**src/rename_pkg.sv**
```systemverilog
package rename_pkg;

  // ************************************************************
  // Register numbering
  // ************************************************************

  // Architectural register number, 0 means no register
  typedef logic [4:0] arch_num_t;

  // Rename register number, valid range 32 to 63
  typedef logic [5:0] ren_num_t;

  localparam int NUM_ARCH = 32;
  localparam int NUM_REN  = 32;  // Rename registers, also the free list depth

  // ************************************************************
  // Speculation control
  // ************************************************************

  typedef enum logic [1:0] {
    IDLE  = 2'd0,
    SPEC  = 2'd1,
    FLUSH = 2'd2
  } ctrl_state_t;

endpackage

```
**src/rename_ifs.sv**
```systemverilog
`timescale 1ns/1ps

// Free list traffic between the map table and the queue
interface free_if;
  import rename_pkg::*;

  logic       alloc;        // Pop the head
  ren_num_t   alloc_num;    // Queue head
  logic       release_en;   // Push release_num
  ren_num_t   release_num;
  logic       empty;
  logic [5:0] count;

  modport list (
    input  alloc, release_en, release_num,
    output alloc_num, empty, count
  );

  modport map_tbl (
    output alloc, release_en, release_num,
    input  alloc_num, empty, count
  );

endinterface


```
**src/rename_free_list.sv**
```systemverilog
`timescale 1ns/1ps

module rename_free_list (
  input logic  global_bus,
  input logic  rst_n,
  free_if.list fl
);
  import rename_pkg::*;

  ren_num_t   queue_q [NUM_REN];
  logic [4:0] head_q;
  logic [4:0] tail_q;
  logic [5:0] count_q;

  assign fl.alloc_num = queue_q[head_q];
  assign fl.empty     = (count_q == 6'd0);
  assign fl.count     = count_q;

  always_ff @(posedge global_bus or negedge rst_n) begin
    if (!rst_n) begin
      // Every rename register starts free, in ascending order
      for (int i = 0; i < NUM_REN; i++) begin
        queue_q[i] <= ren_num_t'(NUM_REN + i);
      end
      head_q  <= '0;
      tail_q  <= '0;
      count_q <= 6'(NUM_REN);
    end else begin
      if (fl.alloc) head_q <= head_q + 5'd1;
      if (fl.release_en) begin
        queue_q[tail_q] <= fl.release_num;
        tail_q          <= tail_q + 5'd1;
      end
      case ({fl.alloc, fl.release_en})
        2'b10:   count_q <= count_q - 6'd1;
        2'b01:   count_q <= count_q + 6'd1;
        default: count_q <= count_q;  // Idle, or pop and push together
      endcase
    end
  end

  // ************************************************************
  // Checks
  // ************************************************************

  a_no_pop_empty: assert property (@(posedge global_bus) disable iff (!rst_n)
    fl.alloc |-> !fl.empty);

  a_no_push_full: assert property (@(posedge global_bus) disable iff (!rst_n)
    fl.release_en |-> (count_q < 6'(NUM_REN)));

endmodule

```
**src/flat_wrapper.sv**
```systemverilog
// flat-port wrapper written by rule: the top's interface ports become plain ports
module rename_free_list_flat import rename_pkg::*;
  (global_bus, rst_n, fl_alloc, fl_release_en, fl_release_num, fl_alloc_num, fl_empty, fl_count);
  free_if fl_i ();
  input logic global_bus;
  input logic rst_n;
  input wire logic [$bits(fl_i.alloc)-1:0] fl_alloc;
  input wire logic [$bits(fl_i.release_en)-1:0] fl_release_en;
  input wire logic [$bits(fl_i.release_num)-1:0] fl_release_num;
  output wire logic [$bits(fl_i.alloc_num)-1:0] fl_alloc_num;
  output wire logic [$bits(fl_i.empty)-1:0] fl_empty;
  output wire logic [$bits(fl_i.count)-1:0] fl_count;
  assign fl_i.alloc = fl_alloc;
  assign fl_i.release_en = fl_release_en;
  assign fl_i.release_num = fl_release_num;
  assign fl_alloc_num = fl_i.alloc_num;
  assign fl_empty = fl_i.empty;
  assign fl_count = fl_i.count;
  rename_free_list u_core (.global_bus(global_bus), .rst_n(rst_n), .fl(fl_i));
endmodule
```
**config.mk**
```make
export PLATFORM = sky130hd
export DESIGN_NAME = rename_free_list_flat
export DESIGN_NICKNAME = d
export VERILOG_FILES = /design/src/rename_pkg.sv /design/src/rename_ifs.sv /design/src/rename_free_list.sv /design/src/flat_wrapper.sv
export SDC_FILE = /design/constraint.sdc
export NUM_CORES = 1
export LEC_CHECK = 0
export ABC_AREA = 1
export BUFFER_PORTS_ARGS = -buffer_cell sky130_fd_sc_hd__buf_2
export CAP_MARGIN = 20
export CORE_UTILIZATION = 37
export CTS_CLUSTER_SIZE = 30
export DETAILED_ROUTE_END_ITERATION = 8
export PLACE_DENSITY = 0.52
export REMOVE_ABC_BUFFERS = 1
export SLEW_MARGIN = 20
export SYNTH_ARGS = -nofsm -noshare
export SYNTH_HDL_FRONTEND = slang
export SYNTH_SLANG_ARGS = --single-unit
```
**constraint.sdc**
```tcl
create_clock -name global_bus -period 1.88 [get_ports global_bus]
set_input_delay 0.564 -clock global_bus [delete_from_list [all_inputs] [get_ports global_bus]]
set_output_delay 0.564 -clock global_bus [all_outputs]
set_load 0.005 [all_outputs]
```
# After elaboration in Yosys (flattened, before gate mapping)

Cells that the tools add are included.

Output and inout port bits: 13
Input port bits: 10
Word-level logic and storage cells: 56
Flip-flop bits (word level): 208

Reduce and logical (&&, ||, !) cells: 3
Muxes and demuxes: 7
Bitwise operators: 2
Eq/ne operators: 2
Magnitude comparators: 3
Add/sub/neg operators: 4

Operators with widths:

| operator                                                    | number |
|---|---|
| bitwise mux 192 bit                                         | 1 |
| binary-select mux 6 bit (select 5 bit)                      | 1 |
| demux 6 bit (select 5 bit)                                  | 1 |
| 2-to-1 mux 6 bit                                            | 3 |
| >= comparator 6 bit (second input constant)                 | 2 |
| inverter 5 -> 6 bit                                         | 2 |
| case mux 6 bit (2 select lines)                             | 1 |
| adder 5 x 1 -> 5 bit (second input constant)                | 2 |
| adder 6 x 1 -> 6 bit (second input constant)                | 1 |
| logical NOT 6 bit                                           | 1 |
| less-than comparator 6 x 1 -> 1 bit (second input constant) | 1 |
| subtractor 6 x 1 -> 6 bit (second input constant)           | 1 |
| == test 2 x 1 -> 1 bit (second input constant)              | 1 |
| == test 2 bit (second input constant)                       | 1 |
| nonzero test 2 bit                                          | 1 |
| logical AND 1 bit                                           | 1 |

# Logic depth before layout (Yosys ltp)

Depth in word-level cells: 6
Depth in mapped cells: 12

# Worst setup path after synthesis

OpenSTA, ideal clock, no wires.

Kind: register -> output
Start: register u_core.head_q[0]
End: output port fl_alloc_num[0]
Arrival: 1.268 ns
Stages on the path, launching flop included: 10
Setup slack: 0.048 ns
Data required time: 1.316 ns
Path through: dfrtp_1 > buf_2 > buf_4 > buf_2 > o211ai_1 > nand3_1 > nand3_1 > nand2_1 > nand2_1 > inv_1

Word-level cells in the longest chain between the ends: 4

Ends and longest elaborated chain:

| element                                             | line                   | source |
|---|---|---|
| start: declaration                                  | rename_free_list.sv:11 | `logic [4:0] head_q;` |
| start signal: assignment                            | rename_free_list.sv:29 | `if (fl.alloc) head_q <= head_q + 5'd1;` |
| inverter 5 -> 6 bit (not written as such)           | rename_free_list.sv:15 | `assign fl.alloc_num = queue_q[head_q];` |
| binary-select mux 6 bit (select 5 bit)              | rename_free_list.sv:15 |  |
| 2-to-1 mux 6 bit (not written as such) (2 in a row) | rename_free_list.sv:15 |  |
| end: declaration                                    | flat_wrapper.sv:10     | `output wire logic [$bits(fl_i.alloc_num)-1:0] fl_alloc_num;` |

Every way passes these cells. The select of a mux whose other input is x is not followed.

# Worst setup path after layout

Start: register u_core.head_q[0]
End: output port fl_alloc_num[4]

The elaborated chain is that of the path after synthesis.

==> flow_metrics.tcl <==
set metrics [dict create \
    min_path_cells 3 \
    p_per_area_nw_per_um2 1810 \
    hold-path-endpoint "u_core.queue_q[58]$_DFFE_PN1P_" \
    cpMostUsedCell "nand2_1" \
    p_leak_nw 5.77 \
    num_rows 60 \
    layout_setup_ws_ps -796 \
    drive_above_1_share 0.243 \
    period_minus_slack_ps 2680 \
    clkSlewWorstSetupHoldPaths_ps 60 \
    cp_cell_sequence "inv_8 > buf_12 > buf_4 > nand2_1 > nand3_1 > a21oi_2 > nor2_1 > nand2_2 > nand2_1 > inv_1 > buf_2" \
    grt_max_degree 57 \
    hold_violations 0 \
    grt_pass1_wl_um 47100 \
    synthCells 1322 \
    skew_ps 7.24 \
    grt-ovfl-total 0 \
    timing.final.crit_share 1.42 \
    die_w_um 168 \
    crit_cells 11 \
    area_delta_synth_final_pct 22.0 \
    n_fill_cell 2730 \
    antennaDiodeCount 0 \
    worst_r2r_startpoint "u_core.tail_q[0]$_DFFE_PN0P_" \
    grt_antenna_before_repair 1 \
    ir_worst_vdd_mv 0.695 \
    min_from "fl_release_num[4]" \
    maxSlewHeadroom 0.697 \
    vias 8516 \
    fin_util 0.462 \
    hp-class "in -> reg" \
    timing.rr.end "u_core.queue_q[148]$_DFFE_PN0P_" \
    violations "negative setup slack" \
    clk_latency_ps 520 \
    grt_pass1_vias 8427 \
    instances_no_fill 1733 \
    portBuffers 22 \
    ys_types 26 \
    cts_tree "built" \
    synth.cell_area_um2 10200 \
    power_frac_comb 0.428 \
    switching_share 0.387 \
    slew_viol_final 0 \
    finalNetCount 1395 \
    max_freq_mhz 374 \
    cp.arrival_ps 2110 \
    ys_warn_count 0 \
    rr_worst_depth 5 \
    cts_inserted_buffers 25 \
    firstDrtPassIters 5 \
    power.share.clock 0.205 \
    critical-path-slowest-cell "dfrtp_4" \
    ys_ff_latch 208 \
    drc 0 \
    crit_family "buffers and inverters" \
    dpl.cell_count 1678 \
    cp-start-kind "register" \
    io_pins 23 \
    reg2reg_slack_ps 170 \
    dieArea_um2 28300 \
    final-seq-area_um2 5350 \
    rsz0062_at_grt "yes" \
    coreArea_um2 27000 \
    drt_wl_total_um 29000 \
    start_util 0.379 \
    drt-vias-per-instance 4.91 \
    finalSetupViolations 7 \
    path_max_fanout 9 \
    cts-root-buf "clkbuf_16" \
    hpwl_um 17900 \
    drt_iter0_drc 637 \
    critPathBufInv 5 \
    multi_input_area_um2 4290 \
    p_int_mw 13.8 \
    grtUsageTotal 0.212 \
    die_h_um 168 \
    maxCapViolations 0 \
    status "finished with violations" \
    synth-seq-area-share 0.523 \
    routedWlPerCell_um 16.7 \
    power_switching_mw 8.76 \
    crit_type "reg -> out" \
    seqPwrFrac 0.367 \
    worst_slew_pin_slew_ps 454 \
    max_stage_delay_ps 530 \
    cp-end-kind "output port" \
    clk_path_buf_depth 3 \
    htreeDepth 1 \
    crit_required_ps 1320 \
    gp_congestion 0.802 \
    clock_sinks 208 \
    syn_avg_cell_area_um2 7.74 \
    ant_nets 0 \
]
-- worst register-to-register path: cells and delay by family (launching register included) --
| family | cells | cell delay (ps) |
|---|---|---|
| flip-flops | 1 | 440 |
| buffers and inverters | 1 | 230 |
| AO/OA/AOI/OAI | 1 | 310 |
| adder cells (fa/ha/maj) | 1 | 170 |
| AND/OR/NAND/NOR | 2 | 440 |
-- sequential cells by signal (all words and copies together) (netlist names) --
name	count
u_core.fl.count	6
u_core.queue_q	192
u_core.head_q	5
u_core.tail_q	5
-- layout by cell type (no fill, tap or decap), types with 9 or more instances in the layout --
cell / instances
nand2_1: 486
clkbuf_16: 27
ha_1: 10
inv_1: 122
dfstp_2: 113
dfrtp_1: 92
nor2_2: 11
nand3_2: 25
buf_4: 54
buf_12: 25
nand3_1: 94
buf_2: 21
o21ai_0: 188
nand2_2: 24
clkbuf_8: 9
nor2_1: 17
-- per-layer routing --
metal	global-route usage	vias to the layer above	wire length (um)
li1	-	4267	-
met1	0.300	4054	14000
met2	0.347	158	13300
met3	0.0228	37	1030
met4	0.0526	0	650
met5	0	-	0
-- layout make-up --
| cell class | count | share of cell area |
|---|---|---|
| multi-input cells | 905 | 0.343 |
| inverters | 125 | 0.0382 |
| flip-flops and latches | 208 | 0.429 |
| repair buffers | 109 | 0.0927 |
| clock buffers | 41 | 0.0613 |
| clock inverters | 4 | 0.00180 |
| well taps | 341 | 0.0342 |
-- worst max path at each step --
stage	startpoint	end	slack (ps)
finish	u_core.head_q[0]$_DFFE_PN0P_	fl_alloc_num[4]	-800
global route	u_core.head_q[0]$_DFFE_PN0P_	fl_alloc_num[5]	-890
CTS	u_core.head_q[0]$_DFFE_PN0P_	fl_alloc_num[1]	-830
detailed placement	u_core.head_q[0]$_DFFE_PN0P_	fl_alloc_num[5]	-350
global placement	u_core.head_q[0]$_DFFE_PN0P_	fl_alloc_num[5]	-350
floorplan	u_core.head_q[0]$_DFFE_PN0P_	fl_alloc_num[0]	-2230
-- logic make-up after synthesis --
| family | synth area share |
|---|---|
| xor+xnor | 0.00856 |
| flops | 0.523 |
| simple gates | 0.262 |
| fa+ha+maj | 0.0142 |
| buf+inv | 0.0846 |
| compound gates | 0.108 |
-- through the flow --
stage	TNS, ps	power [mW]	setup slack [ps]	cell area, um^2	hold slack, ps
after floorplan	-16320	13.3	-2230	9830	268
final	-4700	22.6	-796	12500	315
after global placement	-2190	16.8	-354	11200	462
after CTS	-5020	22.4	-832	12300	291
after detailed placement	-2300	16.9	-346	11200	465
after global routing	-5320	24.4	-893	12500	324
-- synth_stat cells (all sizes together) --
library cell	instances	area share
a21oi	14	0.0068
a31oi	1	0.00061
buf	53	0.027
clkbuf	31	0.011
dfrtp	95	0.23
dfstp	113	0.29
fa	1	0.0020
ha	10	0.012
inv	125	0.046
nand2	512	0.19
nand3	119	0.058
nand4	2	0.0012
nor2	29	0.011
nor3	3	0.0024
o211ai	6	0.0044
o21ai	196	0.096
o22ai	1	0.00061
or2	1	0.00061
xnor2	3	0.0026
xor2	7	0.0060
-- power groups by stage --
stage / Clock (mW) / Combinational (mW) / Sequential (mW)
6_report: 4.64 / 9.67 / 8.29
5_1_grt: 4.96 / 10.9 / 8.55
4_1_cts: 4.76 / 9.35 / 8.25
3_5_place_dp: 0 / 8.63 / 8.27
3_3_place_gp: 0 / 8.51 / 8.25
2_1_floorplan: 0 / 4.99 / 8.33
-- timing repair --
action,4_1_cts,5_1_grt
endpoints found under the setup margin,7,7
pin swaps,17,22
cloned,3,2
resized for setup,39,48
hold buffers,1,0
setup buffers,5,2
hold endpoints to repair,6,0
No activity file was read; power rests on OpenSTA's default activity.
