`src/rename_pkg.sv`:
```
package rename_pkg;

  // ************************************************************
  // Register numbering
  // ************************************************************

  // Architectural register number, 0 means no register
  typedef logic [4:0] arch_num_t;

  // Rename register number, valid range 32 to 63
  typedef logic [5:0] ren_num_t;

  localparam int NUM_ARCH = 32;
  localparam int NUM_REN  = 32;  // Rename registers, also the free list depth

  // ************************************************************
  // Speculation control
  // ************************************************************

  typedef enum logic [1:0] {
    IDLE  = 2'd0,
    SPEC  = 2'd1,
    FLUSH = 2'd2
  } ctrl_state_t;

endpackage

```
`src/data_pkg.sv`:
```
package data_pkg;

  typedef logic [31:0] word_t;

  // Rename number view of an operand word
  typedef struct packed {
    logic [25:0]          pad;
    rename_pkg::ren_num_t num;
  } wait_on_t;

  // ************************************************************
  // Operand word
  // ************************************************************

  // The ready flag beside the operand selects the view
  typedef union packed {
    word_t    value;    // Ready operand
    wait_on_t wait_on;  // Producer still outstanding
  } operand_u;

endpackage

```
`src/rename_ifs.sv`:
```


// Speculation control broadcast from the FSM
interface flush_if;
  import rename_pkg::*;

  ctrl_state_t state;
  logic        clear_tag;   // One cycle pulse
  logic        delete_tag;  // One cycle pulse
  logic        scan_en;
  ren_num_t    scan_num;

  modport ctrl (output state, clear_tag, delete_tag, scan_en, scan_num);

  modport map_tbl (input state, clear_tag, delete_tag, scan_en, scan_num);

  modport regs (input state, clear_tag, scan_en, scan_num);

endinterface

```
`src/rename_reg_file.sv`:
```
`timescale 1ns/1ps

module rename_reg_file (
  input  logic                 global_bus,
  input  logic                 rst_n,
  input  logic                 alloc,
  input  rename_pkg::ren_num_t alloc_num,
  input  logic                 wb_en,
  input  rename_pkg::ren_num_t wb_rrn,
  input  data_pkg::word_t      wb_result,
  input  logic                 commit_en,
  input  rename_pkg::ren_num_t commit_rrn,
  input  rename_pkg::ren_num_t map_1,
  input  rename_pkg::ren_num_t map_2,
  output data_pkg::word_t      ren_val_1,
  output data_pkg::word_t      ren_val_2,
  output logic                 ren_valid_1,
  output logic                 ren_valid_2,
  output logic                 scan_hit,
  flush_if.regs                flush
);
  import rename_pkg::*;
  import data_pkg::*;

  word_t              val_q [NUM_REN];
  logic [NUM_REN-1:0] valid_q;
  logic [NUM_REN-1:0] tag_q;
  logic [4:0]         scan_idx;
  logic               spec;

  // Rename numbers 32 to 63 index the arrays by their low five bits
  assign scan_idx    = flush.scan_num[4:0];
  assign scan_hit    = flush.scan_en && tag_q[scan_idx];
  assign spec        = (flush.state == SPEC) && !flush.clear_tag;
  assign ren_val_1   = val_q[map_1[4:0]];
  assign ren_val_2   = val_q[map_2[4:0]];
  assign ren_valid_1 = valid_q[map_1[4:0]];
  assign ren_valid_2 = valid_q[map_2[4:0]];

  always_ff @(posedge global_bus) begin
    if (wb_en) val_q[wb_rrn[4:0]] <= wb_result;
  end

  always_ff @(posedge global_bus or negedge rst_n) begin
    if (!rst_n) begin
      valid_q <= '0;
      tag_q   <= '0;
    end else begin
      if (flush.clear_tag) tag_q <= '0;
      if (wb_en) valid_q[wb_rrn[4:0]] <= 1'b1;
      if (alloc) begin
        valid_q[alloc_num[4:0]] <= 1'b0;
        tag_q[alloc_num[4:0]]   <= spec;  // Tagged while speculating
      end
      if (commit_en) begin
        valid_q[commit_rrn[4:0]] <= 1'b0;
        tag_q[commit_rrn[4:0]]   <= 1'b0;
      end
      if (scan_hit) begin
        valid_q[scan_idx] <= 1'b0;
        tag_q[scan_idx]   <= 1'b0;
      end
    end
  end

  a_wb_in_range: assert property (@(posedge global_bus) disable iff (!rst_n)
    wb_en |-> (wb_rrn >= ren_num_t'(NUM_REN)));

endmodule

```
`src/flat_wrapper.sv`:
```
// flat-port wrapper written by rule: the top's interface ports become plain ports
module rename_reg_file_flat import rename_pkg::*; import data_pkg::*;
  (global_bus, rst_n, alloc, alloc_num, wb_en, wb_rrn, wb_result, commit_en, commit_rrn, map_1, map_2, ren_val_1, ren_val_2, ren_valid_1, ren_valid_2, scan_hit, flush_state, flush_clear_tag, flush_scan_en, flush_scan_num);
  flush_if flush_i ();
  input  logic global_bus;
  input  logic rst_n;
  input  logic alloc;
  input  rename_pkg::ren_num_t alloc_num;
  input  logic wb_en;
  input  rename_pkg::ren_num_t wb_rrn;
  input  data_pkg::word_t wb_result;
  input  logic commit_en;
  input  rename_pkg::ren_num_t commit_rrn;
  input  rename_pkg::ren_num_t map_1;
  input  rename_pkg::ren_num_t map_2;
  output data_pkg::word_t ren_val_1;
  output data_pkg::word_t ren_val_2;
  output logic ren_valid_1;
  output logic ren_valid_2;
  output logic scan_hit;
  input wire logic [$bits(flush_i.state)-1:0] flush_state;
  input wire logic [$bits(flush_i.clear_tag)-1:0] flush_clear_tag;
  input wire logic [$bits(flush_i.scan_en)-1:0] flush_scan_en;
  input wire logic [$bits(flush_i.scan_num)-1:0] flush_scan_num;
  assign flush_i.state = flush_state;
  assign flush_i.clear_tag = flush_clear_tag;
  assign flush_i.scan_en = flush_scan_en;
  assign flush_i.scan_num = flush_scan_num;
  rename_reg_file u_core (.global_bus(global_bus), .rst_n(rst_n), .alloc(alloc), .alloc_num(alloc_num), .wb_en(wb_en), .wb_rrn(wb_rrn), .wb_result(wb_result), .commit_en(commit_en), .commit_rrn(commit_rrn), .map_1(map_1), .map_2(map_2), .ren_val_1(ren_val_1), .ren_val_2(ren_val_2), .ren_valid_1(ren_valid_1), .ren_valid_2(ren_valid_2), .scan_hit(scan_hit), .flush(flush_i));
endmodule
```
`config.mk`:
```
export PLATFORM = sky130hd
export DESIGN_NAME = rename_reg_file_flat
export DESIGN_NICKNAME = d
export VERILOG_FILES = /design/src/rename_pkg.sv /design/src/data_pkg.sv /design/src/rename_ifs.sv /design/src/rename_reg_file.sv /design/src/flat_wrapper.sv
export SDC_FILE = /design/constraint.sdc
export NUM_CORES = 1
export LEC_CHECK = 0
export BUFFER_PORTS_ARGS = -buffer_cell sky130_fd_sc_hd__buf_2
export CAP_MARGIN = 20
export CORE_AREA = 2 2 318 320
export DETAILED_ROUTE_END_ITERATION = 10
export DIE_AREA = 0 0 320 322
export GPL_ROUTABILITY_DRIVEN = 0
export GPL_TIMING_DRIVEN = 0
export HOLD_SLACK_MARGIN = 0.03
export PLACE_DENSITY = 0.69
export SLEW_MARGIN = 25
export SYNTH_ARGS = -nofsm -noshare
export SYNTH_HDL_FRONTEND = slang
export SYNTH_SLANG_ARGS = --single-unit
```
`constraint.sdc`:
```
create_clock -name global_bus -period 5.7 [get_ports global_bus]
set_input_delay 1.425 -clock global_bus [delete_from_list [all_inputs] [get_ports global_bus]]
set_output_delay 1.425 -clock global_bus [all_outputs]
set_load 0.05 [all_outputs]
```
## After elaboration in Yosys (flattened, before gate mapping)

Memories as Yosys holds them, arrays and structs flattened.
Cells that the tools add are included.

| storage, ports and cells | value |
|---|---|
| register bits after elaboration | 64 |
| memory bits (writable) | 1024 |
| bits of input ports | 77 |
| output and inout port bits | 67 |
| word-level logic and storage cells | 55 |
| memories | 1 |

| operators by class | value |
|---|---|
| magnitude comparators | 10 |
| equal/unequal tests | 1 |
| mux-type cells | 25 |
| bitwise operators | 9 |
| reductions and logical operators | 7 |

Memories:

| name | words | width | read ports | clocked after Yosys merged registers in | write ports | RTL line | source |
|---|---|---|---|---|---|---|---|
| u_core.val_q | 32 | 32 | 2 | 0 | 1 | rename_reg_file.sv:25 | `word_t val_q [NUM_REN];` |

Operator list:

| operator | count |
|---|---|
| 2-to-1 mux 32 bit | 8 |
| AND 32 bit | 5 |
| NOT 32 bit | 3 |
| < comparator 5 x 6 -> 1 bit, second input constant | 6 |
| bitwise mux 32 bit | 1 |
| bitwise OR 32 bit | 1 |
| demux 1 bit (select 5 bit) | 4 |
| greater-or-equal comparator 5 x 1 -> 1 bit, second input constant | 4 |
| binary-select mux 1 bit (select 5 bit) | 3 |
| 2-to-1 mux 1 bit | 9 |
| logical AND 1 bit | 6 |
| equality test 2 x 1 -> 1 bit, second input constant | 1 |
| logical NOT 1 bit | 1 |

## Longest topological paths before layout

| logic depth | value |
|---|---|
| depth after elaboration | 12 |
| depth in mapped cells | 8 |
| mapped depth without buffers | 5 |

## Worst setup path after synthesis

No wires, ideal clock.

| path | value |
|---|---|
| kind | in2out |
| from | input map_2[3] |
| to | output ren_val_2[20] |
| arrival | 3.936 ns |
| required time | 4.275 ns |
| path slack | 0.339 ns |
| stages | 5 |
| buffers on the path | 3 |
| cell sequence | clkbuf_1 > clkbuf_1 > clkbuf_1 > mux2i_1 > a221oi_1 |

| on the way | value |
|---|---|
| word-level cells in the longest chain between the ends | 1 |

Ends and longest elaborated chain:

| what | RTL line | source |
|---|---|---|
| start, declared | flat_wrapper.sv:15 | `input rename_pkg::ren_num_t map_2;` |
| memory (32 x 32 bit) | -- |  |
| end, declared | flat_wrapper.sv:17 | `output data_pkg::word_t ren_val_2;` |

Every way passes these cells.

## Final worst setup path

| path | value |
|---|---|
| from | input map_1[1] |
| to | output ren_val_1[0] |

| on the way | value |
|---|---|
| word-level cells in the longest chain between the ends | 1 |

Ends and longest elaborated chain:

| what | RTL line | source |
|---|---|---|
| start, declared | flat_wrapper.sv:14 | `input rename_pkg::ren_num_t map_1;` |
| memory (32 x 32 bit) | -- |  |
| end, declared | flat_wrapper.sv:16 | `output data_pkg::word_t ren_val_1;` |

Every way passes these cells.

==> impl_metrics.env <==
export IMPL_rrSetupSlack_ns=3.23
export IMPL_arrival_ns=4.31
export IMPL_port_buffers=124
export IMPL_finalClockSkew_ns=0.0154
export IMPL_fin_area_um2=59000
export IMPL_p_seq_frac=0.498
export IMPL_switchingPower_uw=4380
export IMPL_required_ns=4.28
export IMPL_antenna_found_initial=7
export IMPL_final_common_cell="edfxtp_1"
export IMPL_synthXorXnorAreaFrac=0
export IMPL_fin_tns_setup_ns=-0.0723
export IMPL_grt_max_degree=65
export IMPL_cts_tree="built"
export IMPL_first_global_vias=31639
export IMPL_die_h_um=322
export IMPL_yosysSeqAreaShare=0.631
export IMPL_fin_crit_ns=5.74
export IMPL_pwr_share_clk=0.392
export IMPL_finalSetupViolCount=3
export IMPL_crit_end="ren_val_1[0]"
export IMPL_status="finished, violations left"
export IMPL_vias_per_cell=7.22
export IMPL_ios=144
export IMPL_clock_sinks=1088
export IMPL_syn2layout_area_growth_pct=14.9
export IMPL_synth_warnings=0
export IMPL_cts_max_level=3
export IMPL_first_pass_iters=5
export IMPL_dieArea_um2=103000
export IMPL_rr_startpoint="u_core.tag_q[5]$_DFF_PN0_"
export IMPL_power_internal_uw=13600
export IMPL_path_max_fanout=10
export IMPL_avgRoutedWirePerCell_um=37.0
export IMPL_grtUsageMet2=0.481
export IMPL_post_route_drc_count=0
export IMPL_layout_setup_ws_ns=-0.0384
export IMPL_clkTransAtPathRegs_ns=0.06
export IMPL_whs_path_depth=2
export IMPL_min_from="u_core.valid_q[27]$_DFF_PN0_"
export IMPL_synth_cells=2586
export IMPL_place_area_um2=55400
export IMPL_row_count=116
export IMPL_via_count=30832
export IMPL_wirelength_um=158000
export IMPL_numCtsBuffers=108
export IMPL_synth_fa_ha_area_frac=0
export IMPL_fmax_mhz=174
export IMPL_grt_met1_usage=0.409
export IMPL_synthMuxAreaShare=0.287
export IMPL_violations="setup timing"
export IMPL_p_comb_frac=0.110
export IMPL_finalHoldViolCount=0
export IMPL_grt_overflow=0
export IMPL_total_power_uw=18000
export IMPL_layout_common_cells="edfxtp_1 (1,024), mux4_2 (530), mux2i_1 (273)"
export IMPL_grt_pass1_wl_um=223000
export IMPL_rsz0062_at_grt="false"
export IMPL_slew_headroom=0.259
export IMPL_chipWidth_um=320
export IMPL_clk_path_buf_depth=3
export IMPL_hold_path_class="flop to flop"
export IMPL_r2r_end="u_core.tag_q[11]$_DFF_PN0_"
export IMPL_maxCapViolCount=0
export IMPL_end_kind="primary output"
export IMPL_start_kind="input pin"
export IMPL_dpl_hpwl_um=108000
export IMPL_hold_slack_ns=0.612
export IMPL_cts_setup_buffers=0
export IMPL_leakage_uw=0.0194
export IMPL_use_met3=0.0796
export IMPL_crit_type="input pin to primary output"
export IMPL_synth_area_per_cell_um2=19.8
export IMPL_synth_nets=2663
export IMPL_grt_busiest_layer="met2"
export IMPL_reg2reg_depth=6
export IMPL_clk_latency_ns=0.71
export IMPL_synth_distinct_cells=44
export IMPL_syn_area_um2=51300
export IMPL_synth_top_family_by_area="multiplexers"
export IMPL_nets=2961
export IMPL_p_sw_frac=0.243
export IMPL_initial_core_util=0.515
export IMPL_ir_worst_vdd_mv=0.286
export IMPL_ant_nets=0
export IMPL_tightest_slew_ns=1.11
export IMPL_drt_iter0_drc=4689
export IMPL_cts_root_buffer="clkbuf_16"
export IMPL_power_density_nw_per_um2=305
export IMPL_slew_viol_final=0
export IMPL_synth_compound_area_frac=0.0434
export IMPL_startpoint="map_1[1]"
export IMPL_yosys_area_share_simple=0.0211
export IMPL_coreArea_um2=99600
export IMPL_drive_above_1_share=0.359
export IMPL_min_period_over_period=1.01
export IMPL_ys_seq_elements=1088
export IMPL_grt_total_usage=0.308
## per-stage QoR
| stage | cells | worst slack (ns) | utilization |
|---|---|---|---|
| 2_1_floorplan | 2586 | 0.339 | - |
| 4_1_cts | 4268 | 0.0115 | 0.591 |
| 3_3_place_gp | 4008 | -0.806 | 0.538 |
| 5_1_grt | 4268 | 0.0121 | 0.592 |
| 3_5_place_dp | 4072 | -0.589 | 0.556 |
| 6_report | 4273 | -0.0384 | 0.592 |
## Yosys cell counts, drive strengths merged
master	instances	area [um2]
a21oi	43	215
nand2	8	30.0
dfrtp	64	1600
mux2i	273	2730
o211ai	5	37.5
mux2	4	45.0
o22ai	23	144
edfxtp	1024	30700
nor3	5	25.0
mux4	530	11900
o221ai	3	26.3
nor2	101	379
nand3	7	35.0
inv	5	18.8
and2	3	18.8
clkbuf	107	402
a22oi	1	12.5
or2	3	18.8
or3	3	18.8
a2bb2oi	2	17.5
and3	1	6.26
a211o	3	26.3
nand3b	16	120
a2111oi	5	75.1
nor2b	6	37.5
a22o	67	588
nor3b	29	228
nor4b	1	23.8
buf	102	500
nand2b	2	12.5
a211oi	47	433
or3b	11	96.3
o21ai	7	35.0
a21boi	4	30.0
and3b	4	35.0
a221oi	67	587
## cell families (layout without fill, tap and decap cells)
family / after synthesis / in the layout
AO/OA/AOI/OAI: 277 / 277
buffers and inverters: 214 / 598
flip-flops: 1088 / 1088
multiplexers: 807 / 807
other: 0 / 5
AND/OR/NAND/NOR: 200 / 200
## worst min-delay path by stage
stage,to,slack (ns)
3_3_place_gp,u_core.valid_q[22]$_DFF_PN0_,0.58
6_report,u_core.valid_q[27]$_DFF_PN0_,0.61
3_5_place_dp,u_core.valid_q[27]$_DFF_PN0_,0.60
4_1_cts,u_core.valid_q[27]$_DFF_PN0_,0.61
5_1_grt,u_core.valid_q[22]$_DFF_PN0_,0.64
2_1_floorplan,u_core.valid_q[17]$_DFF_PN0_,0.54
## area by class of cell
cell class,count,area (um2)
sequential,1088,32400
multi-input combinational,1284,18300
tap,1298,1620
fill,7184,40600
clock inverter,52,482
timing repair buffer,188,2180
inverter,5,18.8
antenna,5,12.5
clock buffer,144,2960
buffer,209,1040
## critical path, cell delays in order
cell and delay (ns):
clkbuf_1 0.67, clkbuf_1 0.79, mux4_2 0.37, mux2i_1 0.10
a221oi_1 0.58, buf_2 0.37
## layer usage
layer	wire [um]	vias to the layer above
met2	74200	2320
li1	-	11903
met3	19000	463
met4	7700	10
met5	93	-
met1	57000	16136
## power groups by stage
stage / sequential, uW / combinational, uW / clock, uW
finish: 8960 / 1970 / 7060
global route: 8970 / 2040 / 7390
CTS: 8960 / 1960 / 7090
detailed placement: 9130 / 1950 / 0
global placement: 9120 / 1870 / 0
floorplan: 9100 / 1240 / 0
## flip-flops by register name, indices dropped and copies added, names as in the netlist
name and count:
u_core.val_q 1024, u_core.valid_q 32, u_core.tag_q 32
## timing repair
action                     CTS  global route
pin swaps                    0             0
gates resized for setup     39            20
hold buffers                 0             0
setup endpoints to repair   64            27
Note: power is estimated with default switching activity, not from simulation.
