File: src/rename_pkg.sv
package rename_pkg;

  // ************************************************************
  // Register numbering
  // ************************************************************

  // Architectural register number, 0 means no register
  typedef logic [4:0] arch_num_t;

  // Rename register number, valid range 32 to 63
  typedef logic [5:0] ren_num_t;

  localparam int NUM_ARCH = 32;
  localparam int NUM_REN  = 32;  // Rename registers, also the free list depth

  // ************************************************************
  // Speculation control
  // ************************************************************

  typedef enum logic [1:0] {
    IDLE  = 2'd0,
    SPEC  = 2'd1,
    FLUSH = 2'd2
  } ctrl_state_t;

endpackage

File: src/data_pkg.sv
package data_pkg;

  typedef logic [31:0] word_t;

  // Rename number view of an operand word
  typedef struct packed {
    logic [25:0]          pad;
    rename_pkg::ren_num_t num;
  } wait_on_t;

  // ************************************************************
  // Operand word
  // ************************************************************

  // The ready flag beside the operand selects the view
  typedef union packed {
    word_t    value;    // Ready operand
    wait_on_t wait_on;  // Producer still outstanding
  } operand_u;

endpackage

File: src/rename_ifs.sv
`timescale 1ns/1ps

// Free list traffic between the map table and the queue
interface free_if;
  import rename_pkg::*;

  logic       alloc;        // Pop the head
  ren_num_t   alloc_num;    // Queue head
  logic       release_en;   // Push release_num
  ren_num_t   release_num;
  logic       empty;
  logic [5:0] count;

  modport list (
    input  alloc, release_en, release_num,
    output alloc_num, empty, count
  );

  modport map_tbl (
    output alloc, release_en, release_num,
    input  alloc_num, empty, count
  );

endinterface

// Speculation control broadcast from the FSM
interface flush_if;
  import rename_pkg::*;

  ctrl_state_t state;
  logic        clear_tag;   // One cycle pulse
  logic        delete_tag;  // One cycle pulse
  logic        scan_en;
  ren_num_t    scan_num;

  modport ctrl (output state, clear_tag, delete_tag, scan_en, scan_num);

  modport map_tbl (input state, clear_tag, delete_tag, scan_en, scan_num);

  modport regs (input state, clear_tag, scan_en, scan_num);

endinterface

File: src/rename_map_table.sv
`timescale 1ns/1ps

module rename_map_table (
  input  logic                  global_bus,
  input  logic                  rst_n,
  input  logic                  rename,
  input  rename_pkg::arch_num_t rename_rd,
  input  logic                  commit_en,
  input  rename_pkg::arch_num_t commit_arn,
  input  rename_pkg::ren_num_t  commit_rrn,
  input  data_pkg::word_t       commit_result,
  input  rename_pkg::arch_num_t src_1,
  input  rename_pkg::arch_num_t src_2,
  input  logic                  scan_hit,
  output rename_pkg::ren_num_t  map_1,
  output rename_pkg::ren_num_t  map_2,
  output data_pkg::word_t       arch_val_1,
  output data_pkg::word_t       arch_val_2,
  free_if.map_tbl               fl,
  flush_if.map_tbl              flush
);
  import rename_pkg::*;
  import data_pkg::*;

  word_t               arch_val_q [NUM_ARCH];
  ren_num_t            map_q      [NUM_ARCH];
  ren_num_t            map_d      [NUM_ARCH];
  ren_num_t            saved_q    [NUM_ARCH];
  ren_num_t            saved_d    [NUM_ARCH];
  logic [NUM_ARCH-1:0] tag_q;
  logic [NUM_ARCH-1:0] tag_d;
  logic                take;
  logic                spec;

  assign take = rename && (rename_rd != '0) && !fl.empty && (flush.state != FLUSH);
  assign spec = (flush.state == SPEC) && !flush.clear_tag;

  assign fl.alloc       = take;
  assign fl.release_en  = commit_en || (flush.scan_en && scan_hit);
  assign fl.release_num = commit_en ? commit_rrn : flush.scan_num;  // Commit or scan

  assign map_1      = map_q[src_1];
  assign map_2      = map_q[src_2];
  assign arch_val_1 = arch_val_q[src_1];
  assign arch_val_2 = arch_val_q[src_2];

  always_comb begin
    map_d   = map_q;
    saved_d = saved_q;
    tag_d   = tag_q;
    if (commit_en) begin
      if (map_d[commit_arn] == commit_rrn) map_d[commit_arn] = '0;
      if (saved_d[commit_arn] == commit_rrn) saved_d[commit_arn] = '0;
    end
    if (flush.delete_tag) begin
      for (int a = 1; a < NUM_ARCH; a++) begin
        if (tag_q[a]) begin
          map_d[a]   = saved_d[a];  // Back to the pre-branch mapping
          saved_d[a] = '0;
          tag_d[a]   = 1'b0;
        end
      end
    end else if (flush.clear_tag) begin
      tag_d = '0;
    end
    // A rename in the delete cycle is wrong path and leaves the map alone
    if (take && !flush.delete_tag) begin
      if (spec && !tag_q[rename_rd]) saved_d[rename_rd] = map_d[rename_rd];
      map_d[rename_rd] = fl.alloc_num;
      tag_d[rename_rd] = spec;
    end
  end

  always_ff @(posedge global_bus or negedge rst_n) begin
    if (!rst_n) begin
      for (int a = 0; a < NUM_ARCH; a++) begin
        arch_val_q[a] <= '0;
        map_q[a]      <= '0;
        saved_q[a]    <= '0;
      end
      tag_q <= '0;
    end else begin
      map_q   <= map_d;
      saved_q <= saved_d;
      tag_q   <= tag_d;
      if (commit_en && (commit_arn != '0)) arch_val_q[commit_arn] <= commit_result;
    end
  end

  a_no_commit_in_flush: assert property (@(posedge global_bus) disable iff (!rst_n)
    commit_en |-> (flush.state != FLUSH));

endmodule

File: src/flat_wrapper.sv
// flat-port wrapper written by rule: the top's interface ports become plain ports
module rename_map_table_flat import rename_pkg::*; import data_pkg::*;
  (global_bus, rst_n, rename, rename_rd, commit_en, commit_arn, commit_rrn, commit_result, src_1, src_2, scan_hit, map_1, map_2, arch_val_1, arch_val_2, fl_alloc, fl_release_en, fl_release_num, fl_alloc_num, fl_empty, fl_count, flush_state, flush_clear_tag, flush_delete_tag, flush_scan_en, flush_scan_num);
  free_if fl_i ();
  flush_if flush_i ();
  input  logic global_bus;
  input  logic rst_n;
  input  logic rename;
  input  rename_pkg::arch_num_t rename_rd;
  input  logic commit_en;
  input  rename_pkg::arch_num_t commit_arn;
  input  rename_pkg::ren_num_t commit_rrn;
  input  data_pkg::word_t commit_result;
  input  rename_pkg::arch_num_t src_1;
  input  rename_pkg::arch_num_t src_2;
  input  logic scan_hit;
  output rename_pkg::ren_num_t map_1;
  output rename_pkg::ren_num_t map_2;
  output data_pkg::word_t arch_val_1;
  output data_pkg::word_t arch_val_2;
  output wire logic [$bits(fl_i.alloc)-1:0] fl_alloc;
  output wire logic [$bits(fl_i.release_en)-1:0] fl_release_en;
  output wire logic [$bits(fl_i.release_num)-1:0] fl_release_num;
  input wire logic [$bits(fl_i.alloc_num)-1:0] fl_alloc_num;
  input wire logic [$bits(fl_i.empty)-1:0] fl_empty;
  input wire logic [$bits(fl_i.count)-1:0] fl_count;
  input wire logic [$bits(flush_i.state)-1:0] flush_state;
  input wire logic [$bits(flush_i.clear_tag)-1:0] flush_clear_tag;
  input wire logic [$bits(flush_i.delete_tag)-1:0] flush_delete_tag;
  input wire logic [$bits(flush_i.scan_en)-1:0] flush_scan_en;
  input wire logic [$bits(flush_i.scan_num)-1:0] flush_scan_num;
  assign fl_alloc = fl_i.alloc;
  assign fl_release_en = fl_i.release_en;
  assign fl_release_num = fl_i.release_num;
  assign fl_i.alloc_num = fl_alloc_num;
  assign fl_i.empty = fl_empty;
  assign fl_i.count = fl_count;
  assign flush_i.state = flush_state;
  assign flush_i.clear_tag = flush_clear_tag;
  assign flush_i.delete_tag = flush_delete_tag;
  assign flush_i.scan_en = flush_scan_en;
  assign flush_i.scan_num = flush_scan_num;
  rename_map_table u_core (.global_bus(global_bus), .rst_n(rst_n), .rename(rename), .rename_rd(rename_rd), .commit_en(commit_en), .commit_arn(commit_arn), .commit_rrn(commit_rrn), .commit_result(commit_result), .src_1(src_1), .src_2(src_2), .scan_hit(scan_hit), .map_1(map_1), .map_2(map_2), .arch_val_1(arch_val_1), .arch_val_2(arch_val_2), .fl(fl_i), .flush(flush_i));
endmodule
File: config.mk
export PLATFORM = sky130hd
export DESIGN_NAME = rename_map_table_flat
export DESIGN_NICKNAME = d
export VERILOG_FILES = /design/src/rename_pkg.sv /design/src/data_pkg.sv /design/src/rename_ifs.sv /design/src/rename_map_table.sv /design/src/flat_wrapper.sv
export SDC_FILE = /design/constraint.sdc
export NUM_CORES = 2
export LEC_CHECK = 0
export ABC_AREA = 1
export BUFFER_PORTS_ARGS = -buffer_cell sky130_fd_sc_hd__buf_2
export CORE_ASPECT_RATIO = 2
export CORE_MARGIN = 4
export CORE_UTILIZATION = 32
export DETAILED_ROUTE_END_ITERATION = 10
export HOLD_SLACK_MARGIN = 0.15
export PLACE_DENSITY_LB_ADDON = 0.3
export SYNTH_ARGS = -nofsm -noshare
export SYNTH_HDL_FRONTEND = slang
export SYNTH_SLANG_ARGS = --single-unit
File: constraint.sdc
create_clock -name global_bus -period 3.05 [get_ports global_bus]
set_input_delay 0.1525 -clock global_bus [delete_from_list [all_inputs] [get_ports global_bus]]
set_output_delay 0.1525 -clock global_bus [all_outputs]
set_load 0.05 [all_outputs]
Yosys cells after proc, flatten, opt, wreduce, memory -nomap -nowiden
Index checks and enable logic that the tools add are counted. W data, S select, Z words.

Output and inout port bits: 84. Flip-flop bits (word level): 1440. Input port bits: 87.

Reductions and logical operators: 18. $lt $le $gt $ge: 8. Muxes and demuxes: 111. Eq/ne operators: 4. Bitwise logic cells: 7.

Operators with widths (number): $mux W192 (7); $bwmux W1024 (1); $mux W6 (75); $and A192 B192 Y192 (2); $bwmux W192 (2); $mux W186 (2); $bmux W32 S5 (2); $mux W32 (7); $not A192 Y192 (1); $demux W32 S5 (1); $bmux W6 S5 (5); $demux W6 S5 (2); $bwmux W32 (1); $mux W31 (1); $ge A6 B6 Y1 const B (4); $not A5 Y6 (4); $eq A6 B6 Y1 (2); $lt A6 B1 Y1 const B (2); $logic_and A1 B1 Y1 (11); $reduce_bool A5 Y1 (2); $lt A5 B6 Y1 const B (1); $bmux W1 S5 (1); $demux W1 S5 (1); $ge A5 B1 Y1 const B (1); 5 further kinds (10).

Depth between registers and ports, before layout
Word-level depth: 17. Gate-level depth with buffers: 31. Mapped depth without buffers: 25.

Least setup slack after synthesis
No wires, ideal clock.

Path type: input -> register. From: input port commit_arn[1]. To: register u_core.saved_q[101] in the netlist's numbering. Data arrival time: 2.675 ns. Setup slack: 0.258 ns. Cell stages on the path: 27. Required time: 2.933 ns. Path buffers: 5. Path through: buf_2 nand2_1 inv_2 buf_2 buf_2 nand2_1 nand2_1 o21ai_1 nand2_1 nor2_1 nand2_1 nand2_1 nand2_1 nor2_2 buf_4 nand3_2 nand2_1 nand2_1 nand3_1 nand2_1 o21ai_1 nand2_1 nor2_1 nand2_1 buf_2 nand2_1 nand2_1.

RTL lines: start: declaration (RTL line flat_wrapper.sv:11) `input rename_pkg::arch_num_t commit_arn;`; end signal: assignment (RTL line rename_map_table.sv:84) `saved_q <= saved_d;`; end: declaration (RTL line rename_map_table.sv:28) `ren_num_t saved_q [NUM_ARCH];`.

==> impl_metrics.csv <==
group,metric,value,unit
clock_tree,cts_tree,"yes",
worst_setup_path,timing.rr.end,"u_core.saved_q[130]$_DFF_PN0_",
floorplanning,die_width,367,µm
worst_setup_path,required,3.73,ns
yosys,ys_types,32,
worst_setup_path,endpoint_kind,"flip-flop",
grt,first_global_vias,93100,
floorplanning,coreArea,0.256,mm²
status,status,"finished with violations",
layout,layout_common_cells,"2,684 x nand2_1, 2,361 x o21ai_0, 1,410 x dfrtp_1",
clock_tree,cts_made_buffers,156,
worst_setup_path,critPathBufInv,8,
grt,antenna_found_initial,29,
layout,nNetsFinal,12700,
drt,dr.pass1.iters,8,
worst_setup_path,crit_fanout,15,
worst_setup_path,crit_start,"u_core.saved_q[46]$_DFF_PN0_",
timing,setup_violations,205,
clock_tree,worstSkewPairLatency,0.86,ns
worst_hold_path,hp-class,"input port to flip-flop",
grt,gr-total-overflow,0,
yosys,synth_area,0.0824,mm²
grt,grt_max_degree,146,
yosys,syn-instance-count,11600,
yosys,syn_nets,11700,
drt,drt_iter0_markers,11000,
timing,rsz0062_at_grt,"yes",
drt,vias,94800,
power_and_ir_drop,leakagePower,49.3,nW
status,violations,"max-capacitance violations, max-slew violations, negative setup slack",
worst_setup_path,critPathMostFrequentCell,"nand2_1",
worst_setup_path,r2r-start,"u_core.saved_q[46]$_DFF_PN0_",
floorplanning,num_io_pins,171,
place,portBuffers,164,
layout,layout-drive-gt1-share,20.4,%
place,hpwl,321,mm
place,dpl_cell_area,0.0982,mm²
clock_tree,root_buffer,"clkbuf_16",
worst_setup_path,crit_family,"simple AND/OR/NAND/NOR gates",
yosys,synth.avg_cell_area,7.10,µm²
yosys,yosysSeqAreaShare,43.7,%
layout,finish.utilization,41.9,%
drt,postRouteAntennaNets,0,
grt,grt_pass1_wl,668,mm
drt,route.detailed.drc,0,
timing,min_period_over_period,135,%
place,gp_congestion,1.08,
timing,finalHoldViolCount,0,
drt,drt_wl_total,477,mm
worst_setup_path,cp_slowest_stage_delay,0.43,ns
timing,skew,0.0724,ns
drt,vias_per_cell,5.92,
floorplanning,die_h,726,µm
worst_setup_path,arrival,4.80,ns
clock_tree,path_clk_slew,0.07,ns
floorplanning,dieArea,0.266,mm²
timing,worst_pin_slew,1.51,ns
yosys,ys_seq_elements,1440,
timing,finalMaxSlewViolations,2,
timing,fmax,243,MHz
layout,design_area,0.107,mm²
worst_setup_path,ff2ff_path_depth,28,
grt,grt_usage,34.4,%
worst_setup_path,reg2reg_slack,-1.07,ns
layout,syn2layout_area_growth,30.4,%
timing,slew_headroom,-1.44,%
clock_tree,clockBufferDepth,4,
yosys,synth_warnings,0,
timing,period_needed,4.12,ns
power_and_ir_drop,power_density,527,mW/mm²
layout,layout_commonest_cell,"nand2_1",
floorplanning,num_rows,263,
timing,worst_slack,-1.07,ns
power_and_ir_drop,ir_drop,0.408,mV
worst_hold_path,hp-start,"commit_result[0]",
clock_tree,cts.sinks,1440,
worst_setup_path,cp-endpoint,"u_core.saved_q[130]$_DFF_PN0_",
worst_setup_path,worst-path-stages,28,
clock_tree,htreeDepth,4,
worst_setup_path,start_kind,"flip-flop",
worst_setup_path,cp_slowest_cell,"dfrtp_1",
drt,routedWlPerCell,29.8,µm
power_and_ir_drop,p_total,56.6,mW
floorplanning,start_util,32.1,%
run,drv_cap,1,
worst_setup_path,crit_type,"flip-flop to flip-flop",
## where the power goes
| group | switching [mW] | leakage (nW) | internal [mW] |
|---|---|---|---|
| logic | 8.11 | 28.2 | 4.72 |
| registers | 2.26 | 18.7 | 21.9 |
| clock network | 8.70 | 2.44 | 10.9 |
## kinds of logic after synthesis
| kind of cell | after synthesis | share of synthesized area [%] |
|---|---|---|
| DFF | 1440 | 43.7 |
| buffers and inverters | 1350 | 6.33 |
| AOI/OAI and AO/OA | 3508 | 24.1 |
| and+or+nand+nor | 5316 | 25.9 |
## tightest hold or removal path: cells and delay by family
| family | cells | cell delay, ns |
|---|---|---|
| AO/OA/AOI/OAI | 1 | 0.07 |
| buffers and inverters | 2 | 0.68 |
| AND/OR/NAND/NOR | 1 | 0.05 |
## layout make-up
class | count | area (µm²)
Antenna cell | 16 | 40.0
Clock inverter | 47 | 512
Fill cell | 26600 | 149000
Multi-Input combinational cell | 8824 | 43400
Timing Repair Buffer | 1864 | 17700
Tap cell | 3312 | 4140
Inverter | 292 | 1170
Clock buffer | 216 | 4430
Sequential cell | 1440 | 36100
## sequential cells by signal (all words and copies together) (netlist names)
signal and cells:
u_core.arch_val_q 1024, u_core.map_q 192, u_core.saved_q 192, u_core.tag_q 32
## metal layers
| metal | routed length, µm | part of all wire (%) | global-route usage, % | up-vias |
|---|---|---|---|---|
| li1 | - | - | - | 41500 |
| met1 | 155000 | 32 | 35.1 | 45900 |
| met2 | 224000 | 47 | 57.6 | 5377 |
| met5 | 66 | 0.014 | 0 | - |
| met3 | 36200 | 7.6 | 6.69 | 2108 |
| met4 | 61800 | 13 | 35.1 | 10 |
## what timing repair did
item / CTS / global route
pin swaps: 71 / 131
hold buffers: 62 / 0
hold endpoints to repair: 2355 / 0
gates resized for setup: 364 / 331
endpoints found under the setup margin: 286 / 278
setup buffers: 65 / 47
cloned: 10 / 4
## metrics by stage
step           setup TNS [ns]  hold WS (ns)  instances  setup WS [ns]
6_report              -174.50         0.175      16000          -1.07
2_1_floorplan               0        -0.143      11600          0.258
5_1_grt               -181.54         0.204      16000          -1.12
4_1_cts               -138.26         0.160      15900         -0.893
3_3_place_gp          -438.56        0.0575      15600          -2.41
3_5_place_dp          -438.70        0.0563      15600          -2.38
## cell usage after synthesis (all sizes together)
library cell  number  area share, %
nand4             31           0.24
a22o               1          0.011
nand2           2980             14
dfrtp           1440             44
nor2            1450            6.6
a31oi             87           0.66
clkinv             4          0.018
nor3              15           0.14
buf              154           0.88
nand3            839            5.3
a21boi             1         0.0091
a221oi             2          0.021
o221ai           422            4.5
o22ai             53           0.40
inv              288            1.3
a32o              12           0.15
clkbuf           904            4.1
a22oi             16           0.15
a2bb2oi            1          0.011
o211ai            63           0.57
a21oi            353            2.1
nor3b              1         0.0091
a32oi             68           0.72
o21ai           2429             15
## how the worst min path moves through the flow
stage	endpoint	slack, ns	cells after the start
after floorplan	u_core.arch_val_q[0]$_DFFE_PN0P_	-0.14	0
after global placement	u_core.arch_val_q[219]$_DFFE_PN0P_	0.06	1
after detailed placement	u_core.arch_val_q[219]$_DFFE_PN0P_	0.06	1
after CTS	u_core.tag_q[3]$_DFF_PN0_	0.16	9
after global routing	u_core.arch_val_q[32]$_DFFE_PN0P_	0.20	4
final	u_core.arch_val_q[32]$_DFFE_PN0P_	0.17	4
Power figures use the tool's default switching activity.
